**src/hdl/quad_ctrl_config.svh**
```systemverilog
`ifndef QUAD_CTRL_CONFIG_SVH
`define QUAD_CTRL_CONFIG_SVH

// Row buffer BRAM geometry
`define QC_ROW_BUF_DEPTH 1024
`define QC_ROW_W         ($clog2(`QC_ROW_BUF_DEPTH))

// Engines and compute elements
`define QC_NUM_AWE    4
`define QC_CE_PER_AWE 2
`define QC_NUM_CE     (`QC_NUM_AWE * `QC_CE_PER_AWE)

// 3x3 window pass, last cycle index and counter width
`define QC_WIN_LAST 5
`define QC_CYC_W    3

`define QC_PFB_CNT_W  10
`define QC_SEQ_ADDR_W 12
`define QC_PRIME_ROWS 4

`endif

```
**src/hdl/quad_ctrl_pkg.sv**
```systemverilog
package quad_ctrl_pkg;

    `include "quad_ctrl_config.svh"

    typedef enum logic [2:0] {
        ST_IDLE,
        ST_PRIME_BUFFER,
        ST_WAIT_PFB_LOAD,
        ST_CE_ACTIVE,
        ST_WAIT_JOB_DONE,
        ST_SEND_COMPLETE
    } qc_state_e;

    // Job geometry, stable for the whole job
    typedef struct packed {
        logic [`QC_ROW_W-1:0] expd_num_input_cols;
        logic [`QC_ROW_W-1:0] expd_num_input_rows;
        logic [`QC_ROW_W-1:0] num_output_rows;
        logic [`QC_ROW_W-1:0] num_output_cols;
    } qc_job_cfg_t;

    // Sequencer to PFB scan strobes
    typedef struct packed {
        logic read_req;
        logic load;
        logic clear;
    } qc_scan_ctrl_t;

    typedef struct packed {
        logic [`QC_PFB_CNT_W-1:0] pfb_count;
        logic [`QC_ROW_W-1:0]     input_row;
        logic                     pfb_empty;
        logic                     pfb_full;
    } qc_scan_stat_t;

    // Sequencer to sequence reader strobes
    typedef struct packed {
        logic start_pass;
        logic clear;
    } qc_seq_ctrl_t;

    typedef struct packed {
        logic                 seq_rden_r;
        logic [`QC_CYC_W-1:0] cycle_counter;
        logic                 window_end;   // last window of an output row
        logic                 last_out_row;
    } qc_seq_stat_t;

endpackage

```
**src/hdl/job_sequencer.sv**
```systemverilog
`include "quad_ctrl_config.svh"

module job_sequencer (
    input  logic                         clk,
    input  logic                         rst,
    input  logic                         job_start,
    input  logic                         job_fetch_ack,
    input  logic                         job_fetch_complete,
    input  logic                         job_complete_ack,
    input  logic                         last_kernel,
    input  logic                         pipeline_flushed,
    input  quad_ctrl_pkg::qc_job_cfg_t   job_cfg,
    input  quad_ctrl_pkg::qc_scan_stat_t scan_stat,
    input  quad_ctrl_pkg::qc_seq_stat_t  seq_stat,
    input  logic                         pass_end,
    output logic                         job_accept,
    output logic                         job_fetch_request,
    output logic                         job_fetch_in_progress,
    output logic                         job_complete,
    output quad_ctrl_pkg::qc_state_e     state,
    output logic [1:0]                   gray_code,
    output logic                         pip_primed,
    output quad_ctrl_pkg::qc_scan_ctrl_t scan_ctrl,
    output quad_ctrl_pkg::qc_seq_ctrl_t  seq_ctrl
);
    import quad_ctrl_pkg::*;

    qc_state_e  return_state;
    qc_state_e  pass_next;
    logic [1:0] gray_cnt;
    logic       fetch_done;
    logic       prime_done;
    logic       rows_done;

    assign fetch_done = job_fetch_complete && job_fetch_in_progress;
    // Fourth row loaded and untouched
    assign prime_done = (scan_stat.input_row == `QC_PRIME_ROWS - 1) && scan_stat.pfb_full;
    assign rows_done  = scan_stat.input_row == job_cfg.expd_num_input_rows + 1'b1;
    assign gray_code  = {gray_cnt[1], ^gray_cnt};

    // Where the FSM goes at the end of the current pass
    always_comb begin
        pass_next = ST_CE_ACTIVE;
        if (scan_stat.pfb_empty && last_kernel) begin
            if (rows_done && seq_stat.last_out_row) begin
                pass_next = ST_WAIT_JOB_DONE;
            end else if (!rows_done) begin
                pass_next = ST_WAIT_PFB_LOAD;
            end
        end
    end

    always_comb begin
        scan_ctrl       = '0;
        scan_ctrl.load  = fetch_done;
        scan_ctrl.clear = job_complete_ack;
        case (state)
            ST_PRIME_BUFFER: scan_ctrl.read_req = !prime_done;
            ST_CE_ACTIVE:    scan_ctrl.read_req = last_kernel;
            default:         scan_ctrl.read_req = 1'b0;
        endcase
    end

    always_comb begin
        seq_ctrl.start_pass = (state == ST_PRIME_BUFFER && prime_done)
                           || (state == ST_CE_ACTIVE && pass_end && pass_next == ST_CE_ACTIVE)
                           || (state == ST_WAIT_PFB_LOAD && fetch_done
                               && return_state == ST_CE_ACTIVE);
        seq_ctrl.clear      = job_complete_ack
                           || (state == ST_CE_ACTIVE && pass_end
                               && pass_next == ST_WAIT_JOB_DONE);
    end

    always_ff @(posedge clk) begin
        if (rst) begin
            job_fetch_in_progress <= 1'b0;
        end else if (job_fetch_complete) begin
            job_fetch_in_progress <= 1'b0;
        end else if (job_fetch_ack) begin
            job_fetch_in_progress <= 1'b1;
        end
    end

    ////////////////////////////////////////////////////////////
    // Job FSM
    ////////////////////////////////////////////////////////////
    always_ff @(posedge clk) begin
        if (rst) begin
            state             <= ST_IDLE;
            return_state      <= ST_IDLE;
            job_accept        <= 1'b0;
            job_fetch_request <= 1'b0;
            job_complete      <= 1'b0;
            pip_primed        <= 1'b0;
            gray_cnt          <= 2'd0;
        end else begin
            job_accept        <= 1'b0;
            job_fetch_request <= 1'b0;
            job_complete      <= 1'b0;
            case (state)
                ST_IDLE: begin
                    if (job_start) begin
                        job_accept <= 1'b1;
                        state      <= ST_PRIME_BUFFER;
                    end
                end
                ST_PRIME_BUFFER: begin
                    if (prime_done) begin
                        pip_primed <= 1'b1;
                        state      <= ST_CE_ACTIVE;
                    end else if (scan_stat.pfb_empty) begin
                        return_state <= ST_PRIME_BUFFER;
                        state        <= ST_WAIT_PFB_LOAD;
                    end
                end
                ST_WAIT_PFB_LOAD: begin
                    // Held until the ack, low again the cycle after
                    job_fetch_request <= !job_fetch_in_progress && !job_fetch_ack;
                    if (fetch_done) begin
                        state <= return_state;
                    end
                end
                ST_CE_ACTIVE: begin
                    if (pass_end) begin
                        state        <= pass_next;
                        return_state <= ST_CE_ACTIVE;
                        if (pass_next == ST_WAIT_JOB_DONE) begin
                            gray_cnt <= 2'd0;
                        end else if (last_kernel) begin
                            gray_cnt <= gray_cnt + 2'd1;
                        end
                    end
                end
                ST_WAIT_JOB_DONE: begin
                    if (pipeline_flushed) begin
                        state <= ST_SEND_COMPLETE;
                    end
                end
                ST_SEND_COMPLETE: begin
                    job_complete <= !job_complete_ack;
                    if (job_complete_ack) begin
                        pip_primed <= 1'b0;
                        state      <= ST_IDLE;
                    end
                end
                default: state <= ST_IDLE;
            endcase
        end
    end

endmodule

```
**src/hdl/pixel_buffer_scan.sv**
```systemverilog
`include "quad_ctrl_config.svh"

module pixel_buffer_scan (
    input  logic                         clk,
    input  logic                         rst,
    input  quad_ctrl_pkg::qc_scan_ctrl_t scan_ctrl,
    input  logic [`QC_PFB_CNT_W-1:0]     pfb_full_count,
    input  logic [`QC_ROW_W-1:0]         expd_num_input_cols,
    input  logic                         pip_primed,
    output logic                         pfb_rden,
    output logic [`QC_ROW_W-1:0]         input_row,
    output logic [`QC_ROW_W-1:0]         input_col,
    output quad_ctrl_pkg::qc_scan_stat_t scan_stat
);

    logic [`QC_PFB_CNT_W-1:0] pfb_count;
    logic                     last_word;
    logic                     col_wrap;

    // Read in flight on the final buffered word
    assign last_word = (pfb_count == 1) && pfb_rden;
    assign col_wrap  = (input_col == expd_num_input_cols) && (pip_primed ? last_word : pfb_rden);

    always_ff @(posedge clk) begin
        if (rst) begin
            pfb_rden  <= 1'b0;
            pfb_count <= '0;
        end else begin
            // Count is one cycle stale, so skip a word already being read
            pfb_rden <= scan_ctrl.read_req && !scan_ctrl.clear
                     && (pfb_count > 1 || (pfb_count == 1 && !pfb_rden));
            if (scan_ctrl.clear) begin
                pfb_count <= '0;
            end else if (pfb_rden) begin
                pfb_count <= pfb_count - 1'b1;
            end else if (scan_ctrl.load) begin
                pfb_count <= pfb_full_count;
            end
        end
    end

    ////////////////////////////////////////////////////////////
    // Input scan position
    ////////////////////////////////////////////////////////////
    always_ff @(posedge clk) begin
        if (rst) begin
            input_row <= '0;
            input_col <= '0;
        end else if (scan_ctrl.clear) begin
            input_row <= '0;
            input_col <= '0;
        end else if (col_wrap) begin
            input_col <= '0;
            input_row <= input_row + 1'b1;
        end else if (pfb_rden) begin
            input_col <= input_col + 1'b1;
        end
    end

    always_comb begin
        scan_stat.pfb_count = pfb_count;
        scan_stat.input_row = input_row;
        scan_stat.pfb_empty = pfb_count == '0;
        scan_stat.pfb_full  = pfb_count == pfb_full_count;
    end

endmodule

```
**src/hdl/pixel_seq_reader.sv**
```systemverilog
`include "quad_ctrl_config.svh"

module pixel_seq_reader (
    input  logic                        clk,
    input  logic                        rst,
    input  quad_ctrl_pkg::qc_seq_ctrl_t seq_ctrl,
    input  logic [`QC_SEQ_ADDR_W-1:0]   pix_seq_data_full_count,
    input  logic [`QC_ROW_W-1:0]        num_output_cols,
    input  logic [`QC_ROW_W-1:0]        num_output_rows,
    input  logic                        last_kernel,
    output logic [`QC_SEQ_ADDR_W-1:0]   pix_seq_bram_rdAddr,
    output quad_ctrl_pkg::qc_seq_stat_t seq_stat
);

    logic [`QC_SEQ_ADDR_W-1:0] seq_count;
    logic [`QC_SEQ_ADDR_W-1:0] seq_left;
    logic                      seq_rden_r;
    logic [`QC_CYC_W-1:0]      cycle_counter;
    logic [`QC_ROW_W-1:0]      output_row;
    logic [`QC_ROW_W-1:0]      output_col;
    logic                      window_done;

    // Words left once this cycle's strobe lands
    assign seq_left    = seq_rden_r ? seq_count - 1'b1 : seq_count;
    assign window_done = cycle_counter == `QC_WIN_LAST;

    ////////////////////////////////////////////////////////////
    // Sequence BRAM read, one burst per pass
    ////////////////////////////////////////////////////////////
    always_ff @(posedge clk) begin
        if (rst) begin
            seq_count           <= '0;
            seq_rden_r          <= 1'b0;
            pix_seq_bram_rdAddr <= '0;
        end else if (seq_ctrl.clear) begin
            seq_count           <= '0;
            seq_rden_r          <= 1'b0;
            pix_seq_bram_rdAddr <= '0;
        end else if (seq_ctrl.start_pass) begin
            seq_count           <= pix_seq_data_full_count;
            seq_rden_r          <= 1'b0;
            pix_seq_bram_rdAddr <= '0;
        end else begin
            seq_count           <= seq_left;
            seq_rden_r          <= seq_left > 1;
            if (seq_rden_r) begin
                pix_seq_bram_rdAddr <= pix_seq_bram_rdAddr + 1'b1;
            end
        end
    end

    always_ff @(posedge clk) begin
        if (rst || seq_ctrl.clear) begin
            cycle_counter <= '0;
        end else if (window_done) begin
            cycle_counter <= '0;
        end else if (seq_rden_r) begin
            cycle_counter <= cycle_counter + 1'b1;
        end
    end

    // Output position, the row moves only after the last kernel
    always_ff @(posedge clk) begin
        if (rst || seq_ctrl.clear) begin
            output_row <= '0;
            output_col <= '0;
        end else if (window_done) begin
            if (output_col == num_output_cols) begin
                output_col <= '0;
                if (last_kernel) begin
                    output_row <= output_row + 1'b1;
                end
            end else begin
                output_col <= output_col + 1'b1;
            end
        end
    end

    always_comb begin
        seq_stat.seq_rden_r    = seq_rden_r;
        seq_stat.cycle_counter = cycle_counter;
        seq_stat.window_end    = window_done && (output_col == num_output_cols);
        seq_stat.last_out_row  = output_row == num_output_rows;
    end

endmodule

```
**src/hdl/ce_dispatch.sv**
```systemverilog
`include "quad_ctrl_config.svh"

module ce_dispatch (
    input  logic                        clk,
    input  logic                        rst,
    input  quad_ctrl_pkg::qc_seq_stat_t seq_stat,
    input  logic [`QC_CYC_W-1:0]        last_awe_ce1_cyc_counter,
    output logic                        pix_seq_bram_rden,
    output logic [`QC_NUM_CE-1:0]       ce_execute,
    output logic [`QC_NUM_CE-1:0]       next_kernel,
    output logic                        pass_end
);

    // Bit n holds the read strobe delayed by n+1 cycles
    logic [2:0] rden_dly;

    // BRAM enable stretched over its three cycle read latency
    assign pix_seq_bram_rden = seq_stat.seq_rden_r | rden_dly[1] | rden_dly[2];

    // Chain drained and last CE on its final window cycle
    assign pass_end = (ce_execute == '0) && (last_awe_ce1_cyc_counter == `QC_WIN_LAST);

    ////////////////////////////////////////////////////////////
    // CE shift chains, one CE per cycle
    ////////////////////////////////////////////////////////////
    always_ff @(posedge clk) begin
        if (rst) begin
            rden_dly    <= '0;
            ce_execute  <= '0;
            next_kernel <= '0;
        end else begin
            rden_dly    <= {rden_dly[1:0], seq_stat.seq_rden_r};
            ce_execute  <= {ce_execute[`QC_NUM_CE-2:0], rden_dly[1]};
            next_kernel <= {next_kernel[`QC_NUM_CE-2:0], seq_stat.window_end};
        end
    end

endmodule

```
**src/hdl/quad_bram_ctrl.sv**
```systemverilog
`include "quad_ctrl_config.svh"

module quad_bram_ctrl (
    input  logic                      clk,
    input  logic                      rst,
    input  logic [`QC_ROW_W-1:0]      expd_num_input_cols,
    input  logic [`QC_ROW_W-1:0]      expd_num_input_rows,
    input  logic [`QC_ROW_W-1:0]      num_output_rows,
    input  logic [`QC_ROW_W-1:0]      num_output_cols,
    input  logic                      job_start,
    output logic                      job_accept,
    output logic                      job_fetch_request,
    output logic                      job_fetch_in_progress,
    input  logic                      job_fetch_ack,
    input  logic                      job_fetch_complete,
    output logic                      job_complete,
    input  logic                      job_complete_ack,
    output quad_ctrl_pkg::qc_state_e  state,
    output logic [`QC_ROW_W-1:0]      input_row,
    output logic [`QC_ROW_W-1:0]      input_col,
    output logic [1:0]                gray_code,
    output logic                      pfb_rden,
    input  logic [`QC_PFB_CNT_W-1:0]  pfb_full_count,
    output logic [`QC_NUM_CE-1:0]     ce_execute,
    output logic [`QC_CYC_W-1:0]      cycle_counter,
    input  logic [`QC_CYC_W-1:0]      last_awe_ce1_cyc_counter,
    output logic                      pix_seq_bram_rden,
    output logic [`QC_SEQ_ADDR_W-1:0] pix_seq_bram_rdAddr,
    input  logic [`QC_SEQ_ADDR_W-1:0] pix_seq_data_full_count,
    output logic [`QC_NUM_CE-1:0]     next_kernel,
    input  logic                      last_kernel,
    input  logic                      pipeline_flushed
);
    import quad_ctrl_pkg::*;

    qc_job_cfg_t   job_cfg;
    qc_scan_ctrl_t scan_ctrl;
    qc_scan_stat_t scan_stat;
    qc_seq_ctrl_t  seq_ctrl;
    qc_seq_stat_t  seq_stat;
    logic          pip_primed;
    logic          pass_end;

    assign job_cfg = '{
        expd_num_input_cols: expd_num_input_cols,
        expd_num_input_rows: expd_num_input_rows,
        num_output_rows:     num_output_rows,
        num_output_cols:     num_output_cols
    };
    assign cycle_counter = seq_stat.cycle_counter;

    job_sequencer u_job_sequencer (
        .clk                   (clk),
        .rst                   (rst),
        .job_start             (job_start),
        .job_fetch_ack         (job_fetch_ack),
        .job_fetch_complete    (job_fetch_complete),
        .job_complete_ack      (job_complete_ack),
        .last_kernel           (last_kernel),
        .pipeline_flushed      (pipeline_flushed),
        .job_cfg               (job_cfg),
        .scan_stat             (scan_stat),
        .seq_stat              (seq_stat),
        .pass_end              (pass_end),
        .job_accept            (job_accept),
        .job_fetch_request     (job_fetch_request),
        .job_fetch_in_progress (job_fetch_in_progress),
        .job_complete          (job_complete),
        .state                 (state),
        .gray_code             (gray_code),
        .pip_primed            (pip_primed),
        .scan_ctrl             (scan_ctrl),
        .seq_ctrl              (seq_ctrl)
    );

    pixel_buffer_scan u_pixel_buffer_scan (
        .clk                 (clk),
        .rst                 (rst),
        .scan_ctrl           (scan_ctrl),
        .pfb_full_count      (pfb_full_count),
        .expd_num_input_cols (expd_num_input_cols),
        .pip_primed          (pip_primed),
        .pfb_rden            (pfb_rden),
        .input_row           (input_row),
        .input_col           (input_col),
        .scan_stat           (scan_stat)
    );

    pixel_seq_reader u_pixel_seq_reader (
        .clk                     (clk),
        .rst                     (rst),
        .seq_ctrl                (seq_ctrl),
        .pix_seq_data_full_count (pix_seq_data_full_count),
        .num_output_cols         (num_output_cols),
        .num_output_rows         (num_output_rows),
        .last_kernel             (last_kernel),
        .pix_seq_bram_rdAddr     (pix_seq_bram_rdAddr),
        .seq_stat                (seq_stat)
    );

    ce_dispatch u_ce_dispatch (
        .clk                      (clk),
        .rst                      (rst),
        .seq_stat                 (seq_stat),
        .last_awe_ce1_cyc_counter (last_awe_ce1_cyc_counter),
        .pix_seq_bram_rden        (pix_seq_bram_rden),
        .ce_execute               (ce_execute),
        .next_kernel              (next_kernel),
        .pass_end                 (pass_end)
    );

endmodule

```
**config.mk**
```make
export PLATFORM = sky130hd
export DESIGN_NAME = quad_bram_ctrl
export DESIGN_NICKNAME = d
export VERILOG_FILES = /design/src/hdl/quad_ctrl_pkg.sv /design/src/hdl/job_sequencer.sv /design/src/hdl/pixel_buffer_scan.sv /design/src/hdl/pixel_seq_reader.sv /design/src/hdl/ce_dispatch.sv /design/src/hdl/quad_bram_ctrl.sv
export VERILOG_INCLUDE_DIRS = /design/src /design/src/hdl
export SDC_FILE = /design/constraint.sdc
export NUM_CORES = 1
export LEC_CHECK = 0
export CAP_MARGIN = 40
export CORE_UTILIZATION = 64
export CTS_CLUSTER_DIAMETER = 80
export DETAILED_ROUTE_END_ITERATION = 8
export DONT_BUFFER_PORTS = 1
export PLACE_DENSITY = 0.8
export SLEW_MARGIN = 20
export SYNTH_ARGS = -nofsm -noshare
export SYNTH_HDL_FRONTEND = slang
export SYNTH_SLANG_ARGS = --single-unit
```
**constraint.sdc**
```tcl
create_clock -name clk -period 3.43 [get_ports clk]
set_input_delay 0.5145 -clock clk [delete_from_list [all_inputs] [get_ports clk]]
set_output_delay 0.5145 -clock clk [all_outputs]
set_load 0.05 [all_outputs]
```
### Word level (Yosys, flattened, before mapping)

Cells that the tools add are included.

| operators by class | value |
|---|---|
| $add $sub $neg | 10 |
| magnitude comparators | 2 |
| eq/ne operators | 26 |
| mux-type cells | 28 |
| bitwise gates (word level) | 5 |
| reduce and logical (&&, ||, !) cells | 50 |

Operators with widths:

| kind | count |
|---|---|
| $add A10 B1 Y10 const B | 5 |
| $eq A10 B10 Y1 | 5 |
| $mux W3 | 12 |
| $mux W10 | 3 |
| $mux W12 | 2 |
| $logic_and A1 B1 Y1 | 18 |
| $pmux W3 S6 | 1 |
| $eq A3 B3 Y1 const B | 5 |
| $reduce_or A2 Y1 | 7 |
| $add A12 B1 Y12 const B | 1 |
| $eq A3 B2 Y1 const B | 4 |
| $gt A12 B1 Y1 const B | 1 |
| $sub A12 B1 Y12 const B | 1 |
| $eq A10 B1 Y1 const B | 1 |
| $eq A10 B2 Y1 const B | 1 |
| $gt A10 B1 Y1 const B | 1 |
| $logic_not A10 Y1 | 1 |
| $sub A10 B1 Y10 const B | 1 |
| $reduce_and A3 Y1 | 3 |
| $logic_not A8 Y1 | 1 |
| $ne A2 B1 Y1 const B | 4 |
| $ne A2 B2 Y1 const B | 4 |
| $reduce_bool A2 Y1 | 4 |
| $pmux W3 S2 | 1 |
| other kinds (16) | 34 |

| word-level totals | value |
|---|---|
| bits in registers | 111 |
| word-level logic and storage cells | 142 |

### Depth between registers and ports, before layout

| depth | value |
|---|---|
| depth after elaboration | 10 |
| depth in mapped cells | 11 |
| mapped depth without buffers | 9 |

### Modules after synthesis

Synthesis repeated with hierarchy kept, for this count alone.

| second synthesis, totals | value |
|---|---|
| cell total of the unflattened synthesis | 720 |
| area, all modules | 6035.8 sq um |

By module, submodules not included:

| module | instances | cells each | area an instance (sq um) |
|---|---|---|---|
| pixel_seq_reader | 1 | 311 | 2573.7 |
| pixel_buffer_scan | 1 | 223 | 1879.3 |
| job_sequencer | 1 | 143 | 1049.8 |
| ce_dispatch | 1 | 43 | 533.0 |

### Least setup slack after synthesis

No wires, ideal clock.

| timing path | value |
|---|---|
| path kind | input -> register |
| from | input port expd_num_input_rows[0] |
| to | register u_pixel_seq_reader.output_row[1] |
| arrival time | 2.448 ns |
| required time | 3.316 ns |
| setup slack | 0.867 ns |
| cell stages on the path | 11 |
| buffers on the path | 3 |
| cells stage by stage | ha_1 clkbuf_1 nand2_1 or4b_1 and3_1 nor3b_2 nand3_2 nand2_2 buf_6 buf_6 nor2_1 |

| between the ends | value |
|---|---|
| longest elaborated chain between the ends | 9 |

RTL lines:

| element | line | source |
|---|---|---|
| start: declaration | quad_bram_ctrl.sv:7 | `` input logic [`QC_ROW_W-1:0] expd_num_input_rows, `` |
| $add A10 B1 Y10 * | job_sequencer.sv:38 | `assign rows_done = scan_stat.input_row == job_cfg.expd_num_input_rows + 1'b1;` |
| $eq A10 B10 Y1 * | job_sequencer.sv:38 |  |
| $mux W1 / $logic_and A1 B1 Y1 (equally long branches) | job_sequencer.sv:47, job_sequencer.sv:45 |  |
| $mux W3 * | job_sequencer.sv:45 | `if (rows_done && seq_stat.last_out_row) begin` |
| $mux W3 * | job_sequencer.sv:44 | `if (scan_stat.pfb_empty && last_kernel) begin` |
| $eq A3 B3 Y1 * | job_sequencer.sv:71 | `&& pass_next == ST_WAIT_JOB_DONE);` |
| $logic_and A1 B1 Y1 * | job_sequencer.sv:71 |  |
| $logic_or A1 B1 Y1 * | job_sequencer.sv:70 | `\|\| (state == ST_CE_ACTIVE && pass_end` |
| $logic_or A1 B1 Y1 * | pixel_seq_reader.sv:64 | `if (rst \|\| seq_ctrl.clear) begin` |
| end signal: assignment | pixel_seq_reader.sv:71 | `output_row <= output_row + 1'b1;` |
| end: declaration | pixel_seq_reader.sv:19 | `` logic [`QC_ROW_W-1:0] output_row; `` |

Mark *: on every way between the ends. The rest lies on a longest branch, timed or not.
A chain may end at the register's enable or synchronous reset.

### Final worst setup path

| timing path | value |
|---|---|
| from | register u_pixel_buffer_scan.input_row[2] |
| to | register u_pixel_seq_reader.seq_rden_r |

| between the ends | value |
|---|---|
| longest elaborated chain between the ends | 9 |

RTL lines:

| element | line | source |
|---|---|---|
| start: declaration | pixel_buffer_scan.sv:11 | `` output logic [`QC_ROW_W-1:0] input_row, `` |
| start signal: assignment | pixel_buffer_scan.sv:54 | `input_row <= input_row + 1'b1;` |
| $eq A10 B10 Y1 | job_sequencer.sv:38 |  |
| $mux W1 / $logic_and A1 B1 Y1 (equally long branches) | job_sequencer.sv:47, job_sequencer.sv:45 |  |
| $mux W3 | job_sequencer.sv:45 |  |
| $mux W3 | job_sequencer.sv:44 |  |
| $eq A3 B2 Y1 | job_sequencer.sv:66 | `\|\| (state == ST_CE_ACTIVE && pass_end && pass_next == ST_CE_ACTIVE)` |
| $logic_and A1 B1 Y1 | job_sequencer.sv:66 |  |
| $logic_or A1 B1 Y1 | job_sequencer.sv:66 |  |
| $logic_or A1 B1 Y1 | job_sequencer.sv:67 | `\|\| (state == ST_WAIT_PFB_LOAD && fetch_done` |
| $reduce_or A3 Y1 (no line) * | - |  |
| end signal: assignment | pixel_seq_reader.sv:45 | `seq_rden_r <= seq_left > 1;` |
| end: declaration | pixel_seq_reader.sv:17 | `logic seq_rden_r;` |

Marked as above.

==> metrics <==
Cell Area, Synth=6008 sq um; Netlist cell types=65; Top-Level Pins=135; WL/cell=16.49 microns; Leak=2.232 nW; Total Power=0.002572 W; Clk pin slew, worst setup/hold paths=0.10 ns; final period utilization=82.62%; NumNets Final=769; R2R Path End=u_pixel_seq_reader.seq_rden_r$_SDFF_PP0_; antenna fix cells=0; Clock Tree Buf Depth=2; vias in the first global route=4722; Via-to-Cell Ratio=6.183; Die X=98.89 microns; ANT nets after route=0; Sink Count=109; Peak Freq=0.3529 GHz; CTS Buf Count=9; Non-Filler Instances=798; unrepaired setup endpoints after global routing=false; Yosys Warn Count=0; Worst IR Drop VDD=0.3125 mV; worst slew pin tran=0.7697 ns; chip height=98.89 microns; Int Pwr=0.001765 W; ys flop type=dfxtp_1; Placeable Area=8891 sq um; syn_nets=780; commonest non-fill, non-tap cell in the layout=dfxtp_1; setup bufs post-CTS=0; Initial Utilization=67.58%; CP Launch Type=register; crit path capture=u_pixel_seq_reader.seq_rden_r$_SDFF_PP0_; # H-tree levels=3; final design utilization=70.19%; power share of the combinational group=18.0%; Final Hold Fails=0; #FFs+latches synth=109; hold_buf cts=0; Post-synth EDFFs=0; FP Rows=34; number of remaining DRC errors=0; GRT Util Overall=27.89%; pin count of the biggest net entering global routing=34; DPL Wire Length=9991 microns; Setup-failing EPs final=0; RR Startpoint=u_pixel_buffer_scan.input_row[2]$_SDFFE_PP0P_; Setup crit end kind=register; initial antenna violation count=0; first-pass GRT wire length=22050 microns; Layout area overhead=3.873%; WS Path Type=reg2reg; share of cells above drive strength 1=10.14%; CP Launch Point=u_pixel_buffer_scan.input_row[2]$_SDFFE_PP0P_; count of input and output buffers=0; Mean Syn Cell Area=8.633 sq um; Vias=4934; CP Data Required Time=3.65 ns; Tmin final=2.834 ns; Clk pwr share=28.4%; max-cap violations=0; placed cells=781; clk root buf=clkbuf_8; GP Congestion=0.8924; setup tns final=0 ns; Clock Skew=0.01079 ns; fraction of the yosys area taken by sequential cells=36.32%; worst hold margin=0.2005 ns; Reg power frac=53.6%; crit-path max FO=13; status=finished clean; CTS tree=yes; Switching Fraction=31.37%; Iter 0 DRT Violations=286; Cells after Synth=696; Worst EP arrival=3.06 ns; Clk Latency, worst-skew pair=0.37 ns; async set or reset register ratio after synthesis=0%; Min-Delay Path Class=in2reg; FF-to-FF setup slack=0.60 ns; Final Slew Violations=0; most frequent cells in the layout=109 x dfxtp_1, 76 x nor2_1, 67 x xnor2_1, 46 x xor2_1, 45 x nand2_1; Routed WL=13160 microns; Overflow after GRT=0; post_cts resized=0; NetSw=0.0008069 W; die area=9779 sq um; headroom to the max-slew limit=48.63%; power per cell area=412.1 nW/um^2; Initial DRT Pass Iterations=5; R2R depth=7
[area by class of cell]
| type | instances | area [sq um] |
|---|---|---|
| repair buffers | 25 | 200.2 |
| clock buffers | 10 | 127.6 |
| inverters | 12 | 45.04 |
| flip-flops and latches | 109 | 2182 |
| well taps | 108 | 135.1 |
| multi-input cells | 528 | 3496 |
| clock inverters | 6 | 55.05 |
| fillers | 715 | 2650 |
[metal layers]
layer	GRT usage [%]	part of all wire [%]	vias up
met2	45.56	46	187
li1	-	-	2391
met4	10.33	2.5	0
met5	0	0	-
met3	8.014	7.7	25
met1	35.00	43	2331
[power groups by stage]
| stage | Clock, W | Combinational [W] | Sequential, W |
|---|---|---|---|
| finish | 0.000731 | 0.000463 | 0.00138 |
| CTS | 0.000748 | 0.000460 | 0.00138 |
| global placement | 0 | 0.000442 | 0.00140 |
| detailed placement | 0 | 0.000456 | 0.00141 |
| global route | 0.000792 | 0.000511 | 0.00138 |
| floorplan | 0 | 0.000370 | 0.00141 |
[state kept, by name, summed over array words and instances, names as in the netlist, 2 cells and up]
register	flops
u_job_sequencer.return_state	2
u_pixel_buffer_scan.pfb_count	10
u_pixel_buffer_scan.input_row	10
u_ce_dispatch.next_kernel	8
u_pixel_seq_reader.cycle_counter	3
u_job_sequencer.gray_cnt	2
u_pixel_seq_reader.output_col	10
u_ce_dispatch.ce_execute	8
u_pixel_seq_reader.pix_seq_bram_rdAddr	12
u_ce_dispatch.rden_dly	2
u_pixel_seq_reader.output_row	10
u_pixel_buffer_scan.input_col	10
u_job_sequencer.state	3
u_pixel_seq_reader.seq_count	12
[worst min path at each step]
| stage | from | end | slack [ns] | cells past startpoint |
|---|---|---|---|---|
| after global placement | u_ce_dispatch.rden_dly[0]$_SDFF_PP0_ | u_ce_dispatch.rden_dly[1]$_SDFF_PP0_ | 0.43 | 1 |
| after global routing | rst | u_ce_dispatch.next_kernel[6]$_SDFF_PP0_ | 0.17 | 1 |
| after detailed placement | u_ce_dispatch.rden_dly[0]$_SDFF_PP0_ | u_ce_dispatch.rden_dly[1]$_SDFF_PP0_ | 0.44 | 1 |
| after CTS | rst | u_ce_dispatch.next_kernel[4]$_SDFF_PP0_ | 0.18 | 1 |
| final | rst | u_ce_dispatch.next_kernel[7]$_SDFF_PP0_ | 0.20 | 1 |
| after floorplan | u_ce_dispatch.rden_dly[0]$_SDFF_PP0_ | u_ce_dispatch.rden_dly[1]$_SDFF_PP0_ | 0.41 | 1 |
[cells by family (layout without fill, tap and decap cells)]
logic type / count (synthesis) / in the layout / synth area share [%]
AO/OA/AOI/OAI: 83 / 83 / 9.017
multiplexers: 6 / 6 / 1.041
buffers and inverters: 59 / 53 / 5.497
adder cells (fa/ha/maj): 11 / 11 / 2.291
XOR/XNOR: 113 / 113 / 16.47
flip-flops: 109 / 109 / 36.32
AND/OR/NAND/NOR: 315 / 315 / 29.36
[worst max-delay path, cell delays in order, from the launching register on]
cell and delay (ns):
dfxtp_1 0.56, or4b_1 0.60, and3_1 0.22, nor3_2 0.27, a211oi_2 0.12, buf_4 0.19
nor2_2 0.62, nor3_1 0.11
[Yosys cell counts, types with 5 or more instances]
| master | number | area share [%] |
|---|---|---|
| dfxtp_1 | 109 | 36 |
| nor2b_1 | 27 | 2.8 |
| buf_6 | 5 | 0.94 |
| nor4_1 | 8 | 0.83 |
| ha_1 | 11 | 2.3 |
| nand3_1 | 20 | 1.7 |
| nand4_1 | 26 | 2.7 |
| xor2_1 | 46 | 6.7 |
| nor3_2 | 10 | 1.7 |
| buf_4 | 18 | 2.2 |
| a21oi_1 | 31 | 2.6 |
| nor3_1 | 40 | 3.3 |
| nand2_1 | 45 | 2.8 |
| o21ai_0 | 8 | 0.67 |
| and3_1 | 20 | 2.1 |
| inv_1 | 12 | 0.75 |
| xnor2_1 | 67 | 9.8 |
| nor2_1 | 76 | 4.7 |
| and4_1 | 7 | 1.0 |
| a211oi_1 | 9 | 1.1 |
| clkbuf_1 | 18 | 1.1 |
| a31oi_1 | 9 | 0.94 |
[metrics by stage]
stage                     area [sq um]  setup WS, ns
after floorplan                   6008        0.8673
after global placement            6051        0.3281
after detailed placement          6051        0.2795
after CTS                         6233        0.5650
after global routing              6241        0.3955
final                             6241        0.5963
Note: power is estimated with default switching activity, not from simulation.
